[src/pyr_cfg.svh]
`ifndef PYR_CFG_SVH
`define PYR_CFG_SVH

// image size as log2 of each side
`define PYR_IMG_W_LOG2 4
`define PYR_IMG_H_LOG2 4

// greyscale depth in bits
`define PYR_PIX_BITS 8

// clock cycles per uart bit, 2 Mbaud at 100 MHz
`define PYR_CLKS_PER_BAUD 50

`endif
[src/pyr_pkg.sv]
`include "pyr_cfg.svh"

package pyr_pkg;

    typedef logic [`PYR_PIX_BITS-1:0] pixel_t;

    // raster addresses {row, col}
    typedef logic [`PYR_IMG_W_LOG2+`PYR_IMG_H_LOG2-1:0] base_addr_t;
    typedef logic [`PYR_IMG_W_LOG2+`PYR_IMG_H_LOG2-3:0] half_addr_t; // half width and height

    typedef struct packed {
        logic       we;
        base_addr_t addr;
        pixel_t     data;
    } base_wr_t;

    typedef struct packed {
        logic       we;
        half_addr_t addr;
        pixel_t     data;
    } half_wr_t;

    // level currently selected for transmit
    typedef enum logic [1:0] {
        LVL_IDLE,
        LVL_BASE,
        LVL_HALF
    } tx_level_t;

endpackage

[src/pyr_top.sv]
`timescale 1ns/10ps

module pyr_top import pyr_pkg::*; (
    input  logic      clk_100mhz,
    input  logic      sys_rst,
    input  logic      uart_rxd_i,
    input  logic      btn_send_i,
    output logic      uart_txd_o,
    output logic      image_loaded_o,
    output logic      pyramid_done_o,
    output logic      sending_o,
    output tx_level_t tx_level_o
);
    pixel_t     rx_byte;
    logic       rx_byte_valid;
    base_wr_t   base_wr;
    half_wr_t   half_wr;
    base_addr_t base_rd_addr;
    half_addr_t half_rd_addr;
    pixel_t     base_rd_data;
    pixel_t     half_rd_data;

    uart_rx u_rx (
        .clk_100mhz   (clk_100mhz),
        .sys_rst      (sys_rst),
        .rxd_i        (uart_rxd_i),
        .byte_o       (rx_byte),
        .byte_valid_o (rx_byte_valid)
    );

    image_loader u_loader (
        .clk_100mhz     (clk_100mhz),
        .sys_rst        (sys_rst),
        .byte_i         (rx_byte),
        .byte_valid_i   (rx_byte_valid),
        .base_wr_o      (base_wr),
        .image_loaded_o (image_loaded_o)
    );

    // watches the same write stream as the base ram
    octave_reducer u_reducer (
        .clk_100mhz     (clk_100mhz),
        .sys_rst        (sys_rst),
        .base_wr_i      (base_wr),
        .half_wr_o      (half_wr),
        .pyramid_done_o (pyramid_done_o)
    );

    pixel_ram #(.ADDR_BITS($bits(base_addr_t))) u_base_ram (
        .clk_100mhz (clk_100mhz),
        .wr_i       (base_wr),
        .rd_addr_i  (base_rd_addr),
        .rd_data_o  (base_rd_data)
    );

    pixel_ram #(.ADDR_BITS($bits(half_addr_t))) u_half_ram (
        .clk_100mhz (clk_100mhz),
        .wr_i       (half_wr),
        .rd_addr_i  (half_rd_addr),
        .rd_data_o  (half_rd_data)
    );

    image_sender u_sender (
        .clk_100mhz     (clk_100mhz),
        .sys_rst        (sys_rst),
        .btn_send_i     (btn_send_i),
        .pyramid_done_i (pyramid_done_o),
        .base_data_i    (base_rd_data),
        .half_data_i    (half_rd_data),
        .base_rd_addr_o (base_rd_addr),
        .half_rd_addr_o (half_rd_addr),
        .txd_o          (uart_txd_o),
        .sending_o      (sending_o),
        .tx_level_o     (tx_level_o)
    );

endmodule

[src/image_sender.sv]
`timescale 1ns/10ps

module image_sender import pyr_pkg::*; (
    input  logic       clk_100mhz,
    input  logic       sys_rst,
    input  logic       btn_send_i,
    input  logic       pyramid_done_i,
    input  pixel_t     base_data_i,
    input  pixel_t     half_data_i,
    output base_addr_t base_rd_addr_o,
    output half_addr_t half_rd_addr_o,
    output logic       txd_o,
    output logic       sending_o,
    output tx_level_t  tx_level_o
);
    localparam base_addr_t BASE_LAST = '1;
    localparam base_addr_t HALF_LAST = base_addr_t'(2 ** $bits(half_addr_t) - 1);

    typedef enum logic [1:0] {
        XF_IDLE,
        XF_FETCH, // address presented to the ram
        XF_LOAD,  // read data valid, uart started
        XF_WAIT   // frame on the line
    } xfer_state_t;

    tx_level_t   level_q;
    tx_level_t   level_d;
    xfer_state_t xfer_q;
    base_addr_t  rd_addr_q;
    base_addr_t  last_addr;
    logic        btn_q;
    logic        btn_edge;
    logic        xfer_go;
    logic        tx_start;
    logic        tx_busy;
    pixel_t      tx_byte;

    always_ff @(posedge clk_100mhz) begin
        if (sys_rst) begin
            btn_q <= 1'b0;
        end else begin
            btn_q <= btn_send_i;
        end
    end

    assign btn_edge = btn_send_i && !btn_q;

    // level steps only once the current transfer is over
    always_comb begin
        level_d = level_q;
        case (level_q)
            LVL_IDLE: if (btn_edge && pyramid_done_i) level_d = LVL_BASE;
            LVL_BASE: if (btn_edge && xfer_q == XF_IDLE) level_d = LVL_HALF;
            LVL_HALF: if (btn_edge && xfer_q == XF_IDLE) level_d = LVL_IDLE;
            default:  level_d = LVL_IDLE;
        endcase
    end

    assign xfer_go = (level_d != level_q) && (level_d != LVL_IDLE);

    always_ff @(posedge clk_100mhz) begin
        if (sys_rst) begin
            level_q <= LVL_IDLE;
        end else begin
            level_q <= level_d;
        end
    end

    assign last_addr = (level_q == LVL_HALF) ? HALF_LAST : BASE_LAST;

    always_ff @(posedge clk_100mhz) begin
        if (sys_rst) begin
            xfer_q    <= XF_IDLE;
            rd_addr_q <= '0;
        end else begin
            case (xfer_q)
                XF_IDLE: if (xfer_go) begin
                    rd_addr_q <= '0;
                    xfer_q    <= XF_FETCH;
                end
                XF_FETCH: xfer_q <= XF_LOAD;
                XF_LOAD:  xfer_q <= XF_WAIT; // busy is up next cycle
                XF_WAIT: if (!tx_busy) begin
                    if (rd_addr_q == last_addr) begin
                        xfer_q <= XF_IDLE;
                    end else begin
                        rd_addr_q <= rd_addr_q + 1'b1;
                        xfer_q    <= XF_FETCH;
                    end
                end
                default: xfer_q <= XF_IDLE;
            endcase
        end
    end

    assign tx_start = (xfer_q == XF_LOAD);
    assign tx_byte  = (level_q == LVL_HALF) ? half_data_i : base_data_i;

    uart_tx u_tx (
        .clk_100mhz (clk_100mhz),
        .sys_rst    (sys_rst),
        .start_i    (tx_start),
        .byte_i     (tx_byte),
        .txd_o      (txd_o),
        .busy_o     (tx_busy)
    );

    assign base_rd_addr_o = rd_addr_q;
    assign half_rd_addr_o = rd_addr_q[$bits(half_addr_t)-1:0];
    assign sending_o      = (xfer_q != XF_IDLE);
    assign tx_level_o     = level_q;

endmodule

[src/octave_reducer.sv]
`timescale 1ns/10ps
`include "pyr_cfg.svh"

module octave_reducer import pyr_pkg::*; (
    input  logic     clk_100mhz,
    input  logic     sys_rst,
    input  base_wr_t base_wr_i,
    output half_wr_t half_wr_o,
    output logic     pyramid_done_o
);
    localparam int W_LOG2 = `PYR_IMG_W_LOG2;

    typedef logic [$bits(pixel_t)+1:0] psum_t; // room for four pixels

    logic [W_LOG2-1:0]                    col;
    logic [$bits(base_addr_t)-W_LOG2-1:0] row;
    logic [W_LOG2-2:0]                    hcol; // column in the half level
    psum_t                                row_sum_q [2**(W_LOG2-1)];
    pixel_t                               left_q;
    psum_t                                pair_sum;
    psum_t                                blk_sum;
    logic                                 blk_done;
    logic                                 half_we_q;
    half_addr_t                           half_addr_q;
    pixel_t                               half_data_q;

    assign {row, col} = base_wr_i.addr;
    assign hcol       = col[W_LOG2-1:1];

    assign pair_sum = psum_t'(left_q) + psum_t'(base_wr_i.data);
    assign blk_sum  = row_sum_q[hcol] + pair_sum;
    assign blk_done = base_wr_i.we && row[0] && col[0]; // bottom right of a 2x2 block

    always_ff @(posedge clk_100mhz) begin
        if (base_wr_i.we) begin
            if (!col[0]) begin
                left_q <= base_wr_i.data;
            end else if (!row[0]) begin
                row_sum_q[hcol] <= pair_sum; // top pair, kept for the odd row
            end
        end
        if (blk_done) begin
            half_addr_q <= {row[$bits(row)-1:1], hcol};
            half_data_q <= blk_sum[$bits(psum_t)-1:2]; // floor of the mean
        end
    end

    always_ff @(posedge clk_100mhz) begin
        if (sys_rst) begin
            half_we_q      <= 1'b0;
            pyramid_done_o <= 1'b0;
        end else begin
            half_we_q <= blk_done;
            if (half_we_q && half_addr_q == '1) begin
                pyramid_done_o <= 1'b1;
            end
        end
    end

    assign half_wr_o = '{we: half_we_q, addr: half_addr_q, data: half_data_q};

endmodule

[src/image_loader.sv]
`timescale 1ns/10ps

module image_loader import pyr_pkg::*; (
    input  logic     clk_100mhz,
    input  logic     sys_rst,
    input  pixel_t   byte_i,
    input  logic     byte_valid_i,
    output base_wr_t base_wr_o,
    output logic     image_loaded_o
);
    base_addr_t pix_addr_q; // next raster position
    logic       wr_we_q;
    base_addr_t wr_addr_q;
    pixel_t     wr_data_q;
    logic       take;

    assign take = byte_valid_i && !image_loaded_o; // extra bytes ignored

    always_ff @(posedge clk_100mhz) begin
        if (sys_rst) begin
            pix_addr_q     <= '0;
            wr_we_q        <= 1'b0;
            image_loaded_o <= 1'b0;
        end else begin
            wr_we_q <= take;
            if (take) begin
                pix_addr_q <= pix_addr_q + 1'b1;
                if (pix_addr_q == '1) image_loaded_o <= 1'b1; // last pixel
            end
        end
    end

    always_ff @(posedge clk_100mhz) begin
        if (take) begin
            wr_addr_q <= pix_addr_q;
            wr_data_q <= byte_i;
        end
    end

    assign base_wr_o = '{we: wr_we_q, addr: wr_addr_q, data: wr_data_q};

    a_no_write_after_load: assert property (
        @(posedge clk_100mhz) disable iff (sys_rst) image_loaded_o |=> !base_wr_o.we
    ) else $error("base write after image loaded");

endmodule

[src/pixel_ram.sv]
`timescale 1ns/10ps

module pixel_ram import pyr_pkg::*; #(
    parameter int ADDR_BITS = 8
) (
    input  logic                            clk_100mhz,
    input  logic [ADDR_BITS+$bits(pixel_t):0] wr_i, // base_wr_t or half_wr_t
    input  logic [ADDR_BITS-1:0]            rd_addr_i,
    output pixel_t                          rd_data_o
);
    // same layout as the write structs in pyr_pkg
    typedef struct packed {
        logic                 we;
        logic [ADDR_BITS-1:0] addr;
        pixel_t               data;
    } ram_wr_t;

    ram_wr_t wr;
    pixel_t  mem [2**ADDR_BITS];

    assign wr = ram_wr_t'(wr_i);

    // read first on an address collision
    always_ff @(posedge clk_100mhz) begin
        if (wr.we) begin
            mem[wr.addr] <= wr.data;
        end
        rd_data_o <= mem[rd_addr_i];
    end

endmodule

[src/uart_tx.sv]
`timescale 1ns/10ps
`include "pyr_cfg.svh"

module uart_tx import pyr_pkg::*; (
    input  logic   clk_100mhz,
    input  logic   sys_rst,
    input  logic   start_i,
    input  pixel_t byte_i,
    output logic   txd_o,
    output logic   busy_o
);
    localparam int CLKS = `PYR_CLKS_PER_BAUD;

    logic [$clog2(CLKS)-1:0] baud_cnt_q;
    logic [3:0]              bit_cnt_q; // frame slot, 0 is the start bit
    logic [$bits(pixel_t):0] shift_q;   // data bits then stop bit

    always_ff @(posedge clk_100mhz) begin
        if (sys_rst) begin
            txd_o      <= 1'b1;
            busy_o     <= 1'b0;
            baud_cnt_q <= '0;
            bit_cnt_q  <= '0;
        end else if (!busy_o) begin
            if (start_i) begin
                busy_o     <= 1'b1;
                txd_o      <= 1'b0; // start bit
                baud_cnt_q <= '0;
                bit_cnt_q  <= '0;
            end
        end else if (baud_cnt_q == CLKS - 1) begin
            baud_cnt_q <= '0;
            if (bit_cnt_q == 4'd9) begin
                busy_o <= 1'b0; // stop bit done
            end else begin
                txd_o     <= shift_q[0];
                bit_cnt_q <= bit_cnt_q + 1'b1;
            end
        end else begin
            baud_cnt_q <= baud_cnt_q + 1'b1;
        end
    end

    always_ff @(posedge clk_100mhz) begin
        if (!busy_o && start_i) begin
            shift_q <= {1'b1, byte_i};
        end else if (busy_o && baud_cnt_q == CLKS - 1) begin
            shift_q <= {1'b1, shift_q[$bits(pixel_t):1]};
        end
    end

    // the sender must wait out each frame
    a_no_start_when_busy: assert property (
        @(posedge clk_100mhz) disable iff (sys_rst) busy_o |-> !start_i
    ) else $error("uart_tx started while busy");

endmodule

[src/uart_rx.sv]
`timescale 1ns/10ps
`include "pyr_cfg.svh"

module uart_rx import pyr_pkg::*; (
    input  logic   clk_100mhz,
    input  logic   sys_rst,
    input  logic   rxd_i,
    output pixel_t byte_o,
    output logic   byte_valid_o
);
    localparam int CLKS = `PYR_CLKS_PER_BAUD;

    typedef enum logic [1:0] {
        RX_IDLE,
        RX_START,
        RX_DATA,
        RX_STOP
    } rx_state_t;

    rx_state_t               state_q;
    logic [$clog2(CLKS)-1:0] baud_cnt_q;
    logic [2:0]              bit_cnt_q;
    logic [1:0]              rxd_sync_q; // two-flop synchronizer
    logic                    rxd;

    assign rxd = rxd_sync_q[1];

    always_ff @(posedge clk_100mhz) begin
        if (sys_rst) begin
            rxd_sync_q <= 2'b11; // line idles high
        end else begin
            rxd_sync_q <= {rxd_sync_q[0], rxd_i};
        end
    end

    always_ff @(posedge clk_100mhz) begin
        if (sys_rst) begin
            state_q      <= RX_IDLE;
            baud_cnt_q   <= '0;
            bit_cnt_q    <= '0;
            byte_valid_o <= 1'b0;
        end else begin
            byte_valid_o <= 1'b0;
            baud_cnt_q   <= baud_cnt_q + 1'b1;
            case (state_q)
                RX_IDLE: begin
                    baud_cnt_q <= '0;
                    if (!rxd) state_q <= RX_START; // falling edge of start bit
                end
                RX_START: if (baud_cnt_q == CLKS/2 - 1) begin
                    baud_cnt_q <= '0;
                    bit_cnt_q  <= '0;
                    state_q    <= rxd ? RX_IDLE : RX_DATA; // glitch if high at half bit
                end
                RX_DATA: if (baud_cnt_q == CLKS - 1) begin
                    baud_cnt_q <= '0;
                    bit_cnt_q  <= bit_cnt_q + 1'b1;
                    if (bit_cnt_q == 3'd7) state_q <= RX_STOP;
                end
                RX_STOP: if (baud_cnt_q == CLKS - 1) begin
                    byte_valid_o <= rxd; // drop byte on framing error
                    state_q      <= RX_IDLE;
                end
                default: state_q <= RX_IDLE;
            endcase
        end
    end

    // lsb first, sampled mid bit
    always_ff @(posedge clk_100mhz) begin
        if (state_q == RX_DATA && baud_cnt_q == CLKS - 1) begin
            byte_o <= {rxd, byte_o[$bits(pixel_t)-1:1]};
        end
    end

endmodule

[config.mk]
export PLATFORM = sky130hd
export DESIGN_NAME = pyr_top
export DESIGN_NICKNAME = d
export VERILOG_FILES = /design/src/pyr_pkg.sv /design/src/pyr_top.sv /design/src/image_sender.sv /design/src/octave_reducer.sv /design/src/image_loader.sv /design/src/pixel_ram.sv /design/src/uart_tx.sv /design/src/uart_rx.sv
export VERILOG_INCLUDE_DIRS = /design/src
export SDC_FILE = /design/constraint.sdc
export NUM_CORES = 2
export LEC_CHECK = 0
export BUFFER_PORTS_ARGS = -buffer_cell sky130_fd_sc_hd__buf_2
export CORE_MARGIN = 4
export CORE_UTILIZATION = 55
export CTS_BUF_LIST = sky130_fd_sc_hd__clkbuf_2
export DETAILED_ROUTE_END_ITERATION = 8
export GPL_ROUTABILITY_DRIVEN = 1
export PLACE_DENSITY = 0.7
export SYNTH_ARGS = -nofsm -noshare
export SYNTH_HDL_FRONTEND = slang
export SYNTH_SLANG_ARGS = --single-unit
[constraint.sdc]
create_clock -name clk_100mhz -period 6.98 [get_ports clk_100mhz]
set_input_delay 0.349 -clock clk_100mhz [delete_from_list [all_inputs] [get_ports clk_100mhz]]
set_output_delay 0.349 -clock clk_100mhz [all_outputs]
set_load 0.02 [all_outputs]
==> flow_summary_export.csv <==
group,metric,value,unit
pwr,power.density,243,mW/mm2
worst_setup_path,r2r_slack,2.59,ns
final_layout,utilization,59.9,%
global_routing,grt_max_degree,258,
routing,first_pass_iters,6,
synthesis,synthCells,5174,
clock_network,htreeDepth,6,
die,fp.dieH,450,um
place,io_buffers,9,
timing,timing.slew.headroom,-6.13,%
synthesis,synth_cell_types,83,
timing,setup_viol,0,
flow_run,maxCapViolations,0,
worst_setup_path,crit_type,"flip-flop to flip-flop",
outcome,status,"finished with violations",
synthesis,synth_ff_type,"edfxtp_1",
timing,fin_crit_sh,62.8,%
synthesis,yosysMostFrequentCell,"edfxtp_1",
worst_setup_path,max_stage_delay,0.78,ns
worst_setup_path,r2r_start,"u_sender.base_rd_addr_o[0]$_SDFFE_PP0P_",
die,pin_count,10,
synthesis,synth_edf_count,2686,
synthesis,yosysTopAreaCell,"edfxtp_1",
clock_network,clk_latency,1.93,ns
hold_path,hp-start,"uart_rxd_i",
worst_setup_path,path_cells,"buf_4 -> buf_12 -> mux4_2 -> o21ai_0 -> o22ai_1 -> o21a_1 -> o21ai_0 -> o311ai_1",
routing,drt-total-wl,268000,um
worst_setup_path,cp_max_fo,107,
global_routing,antenna_found_initial,12,
timing,grt_setup_unrepaired,"no",
clock_network,cts_buffer_depth,4,
clock_network,clockRootBuffer,"clkbuf_2",
place,dp_hpwl,154000,um
worst_setup_path,path_common_cell,"o21ai_0",
clock_network,clock_sinks,2756,
synthesis,async_flop_share,0,%
pwr,ir_worst_vdd,0.138,mV
die,die_x,450,um
timing,period_needed,4.39,ns
timing,drv_slew,87,
global_routing,grt_usage,26.5,%
worst_setup_path,crit_family,"compound AO/OA/AOI/OAI gates",
timing,max_clock_freq,0.228,GHz
global_routing,grt_pass1_wl,388000,um
clock_network,ctsResizeCount,0,
die,die-area,0.202,mm2
worst_setup_path,required,8.69,ns
worst_setup_path,rr_worst_depth,8,
final_layout,area_delta_synth_final,7.97,%
final_layout,drive_above_1_share,29.4,%
worst_setup_path,worstReg2RegEnd,"u_base_ram.rd_data_o[1]$_DFF_P_",
clock_network,cts_tree,"done",
outcome,violations,"slew limit",
hold_path,hp-class,"input pin to flip-flop",
hold_path,hold_depth,5,
routing,wl_per_cell,30.9,um
place,place.gp.congestion,0.863,
timing,skew,0.252,ns
global_routing,grt_pass1_vias,56100,
worst_setup_path,path_buf_inv,2,
die,num_rows,161,
synthesis,ys_warn_count,0,
synthesis,synth_top_area_share,75.1,%
worst_setup_path,critPathArrivalTime,6.09,ns
routing,ant_nets,0,
hold_path,hold_end,"u_rx.rxd_sync_q[0]$_SDFF_PP1_",
timing,hold_viol_final,0,
clock_network,cts_buffers,676,
die,core,0.193,mm2
synthesis,syn_area_per_cell,20.7,um2
clock_network,cts.clk_slew.worst_paths,0.09,ns
synthesis,ys_top_cells_by_count,"edfxtp_1, mux4_2, nor2_1",
final_layout,finish.net_count,5733,
routing,vias,55500,
timing,worst_slew_pin_slew,1.59,ns
pwr,leakagePower,0.0357,uW
global_routing,grt-ovfl-total,0,
die,initial_utilization,55.5,%
synthesis,ys_ff_latch,2756,
worst_setup_path,start_kind,"flip-flop",
routing,detail_route.vias_per_cell,6.40,
synthesis,synth_area,0.107,mm2
worst_setup_path,cp_slowest_cell,"dfxtp_4",
synthesis,ys_seq_area_share,76.5,%
worst_setup_path,end_kind,"flip-flop",
synthesis,synthTopCellsByArea,"edfxtp_1, mux4_2, mux2i_1",
timing,timing.setup.tns,0,ns
routing,drc,0,
routing,first_iter_violations,7596,
synthesis,syn_nets,5216,
==> worst max-delay path by stage <==
stage / start / to / slack (ns) / cells after the start
5_1_grt: u_sender.base_rd_addr_o[0]$_SDFFE_PP0P_ / u_base_ram.rd_data_o[1]$_DFF_P_ / 2.35 / 8
3_3_place_gp: u_sender.base_rd_addr_o[0]$_SDFFE_PP0P_ / u_base_ram.rd_data_o[5]$_DFF_P_ / 2.35 / 7
2_1_floorplan: u_loader.wr_data_q[0]$_DFFE_PP_ / u_reducer.half_data_q[7]$_DFFE_PP_ / 0.57 / 10
6_report: u_sender.base_rd_addr_o[0]$_SDFFE_PP0P_ / u_base_ram.rd_data_o[1]$_DFF_P_ / 2.59 / 8
4_1_cts: u_sender.base_rd_addr_o[0]$_SDFFE_PP0P_ / u_base_ram.rd_data_o[5]$_DFF_P_ / 2.26 / 7
3_5_place_dp: u_sender.base_rd_addr_o[0]$_SDFFE_PP0P_ / u_base_ram.rd_data_o[5]$_DFF_P_ / 2.29 / 7
==> area by class of cell <==
class / instances / area [um2]
clock inverters: 179 / 1000
well taps: 2526 / 3160
repair buffers: 138 / 1230
multi-input cells: 2085 / 23500
diodes: 13 / 32.5
inverters: 34 / 133
flip-flops and latches: 2756 / 82100
fillers: 13900 / 77500
clock buffers: 945 / 4730
==> cells in the final DEF, fill, tap and decap left out, drive strengths merged, types with 9 or more instances in the layout <==
cell,instances
a211oi,14
a21oi,70
a221oi,35
a22o,13
a22oi,71
a31oi,11
a32oi,11
buf,126
bufinv,11
clkbuf,945
clkinv,152
dfxtp,70
diode,13
dlygate4sd3,12
edfxtp,2686
ha,37
inv,46
mux2,34
mux2i,221
mux4,618
nand2,105
nand2b,19
nand3,38
nand3b,9
nand4,19
nor2,406
nor2b,24
nor3,33
nor3b,10
o211ai,11
o21ai,56
o221ai,16
o22ai,61
o311ai,11
xnor2,17
xor2,11
==> sequential cells by signal, summed over array words and instances (netlist names), 3 cells and up, named ones only <==
signal                    flops
u_sender.u_tx.baud_cnt_q      6
u_loader.wr_data_q            8
u_sender.base_rd_addr_o       8
u_rx.baud_cnt_q               6
u_sender.u_tx.bit_cnt_q       4
u_half_ram.rd_data_o          8
u_reducer.half_data_q         8
u_sender.u_tx.shift_q         8
u_base_ram.rd_data_o          8
u_reducer.half_addr_q         6
u_loader.pix_addr_q           8
u_rx.bit_cnt_q                3
u_rx.byte_o                   8
u_base_ram.mem             2048
u_loader.wr_addr_q            8
u_half_ram.mem              512
u_reducer.left_q              8
u_reducer.row_sum_q          72
==> worst reg2reg max path, cell delays in order (launching register included) <==
cell and delay (ns):
dfxtp_4 0.78, buf_4 0.53, buf_12 0.58, mux4_2 0.78, o21ai_0 0.44, o22ai_1 0.17
o21a_1 0.25, o21ai_0 0.55, o311ai_1 0.19
==> power breakdown <==
part	switching (uW)	internal [uW]
clock network	6250	4010
logic	49.5	28.9
registers	6.49	17800
==> routing by layer <==
layer / wire (um) / part of all wire [%] / track usage [%]
met1: 101000 / 38 / 36.1
met2: 125000 / 47 / 39.9
met3: 29100 / 11 / 7.59
met4: 13100 / 4.9 / 13.0
met5: 142 / 0.053 / 0.308
==> cells by family after synthesis <==
group,synth area share [%]
AOI/OAI and AO/OA,2.81
xor gates and xnor gates,0.228
adders and majority gates,0.450
buffers and inverters,1.69
DFF,76.5
muxes,15.4
and+or+nand+nor,2.98
==> per-stage QoR <==
stage	cells	total power (uW)	hold slack, ns	instance area [um2]	setup WS (ns)
6_report	8676	28200	0.288	116000	2.59
5_1_grt	8669	29300	0.184	116000	2.35
4_1_cts	8663	28400	0.0491	116000	2.26
3_5_place_dp	7526	18300	0.409	110000	2.29
3_3_place_gp	7526	18300	0.403	110000	2.35
2_1_floorplan	5174	18300	0.389	107000	0.566
==> what timing repair did <==
item,in CTS,in global routing
hold buffers,13,0
endpoints found under the hold margin,51,0
setup buffers,0,0
Note: power is estimated with default switching activity, not from simulation.
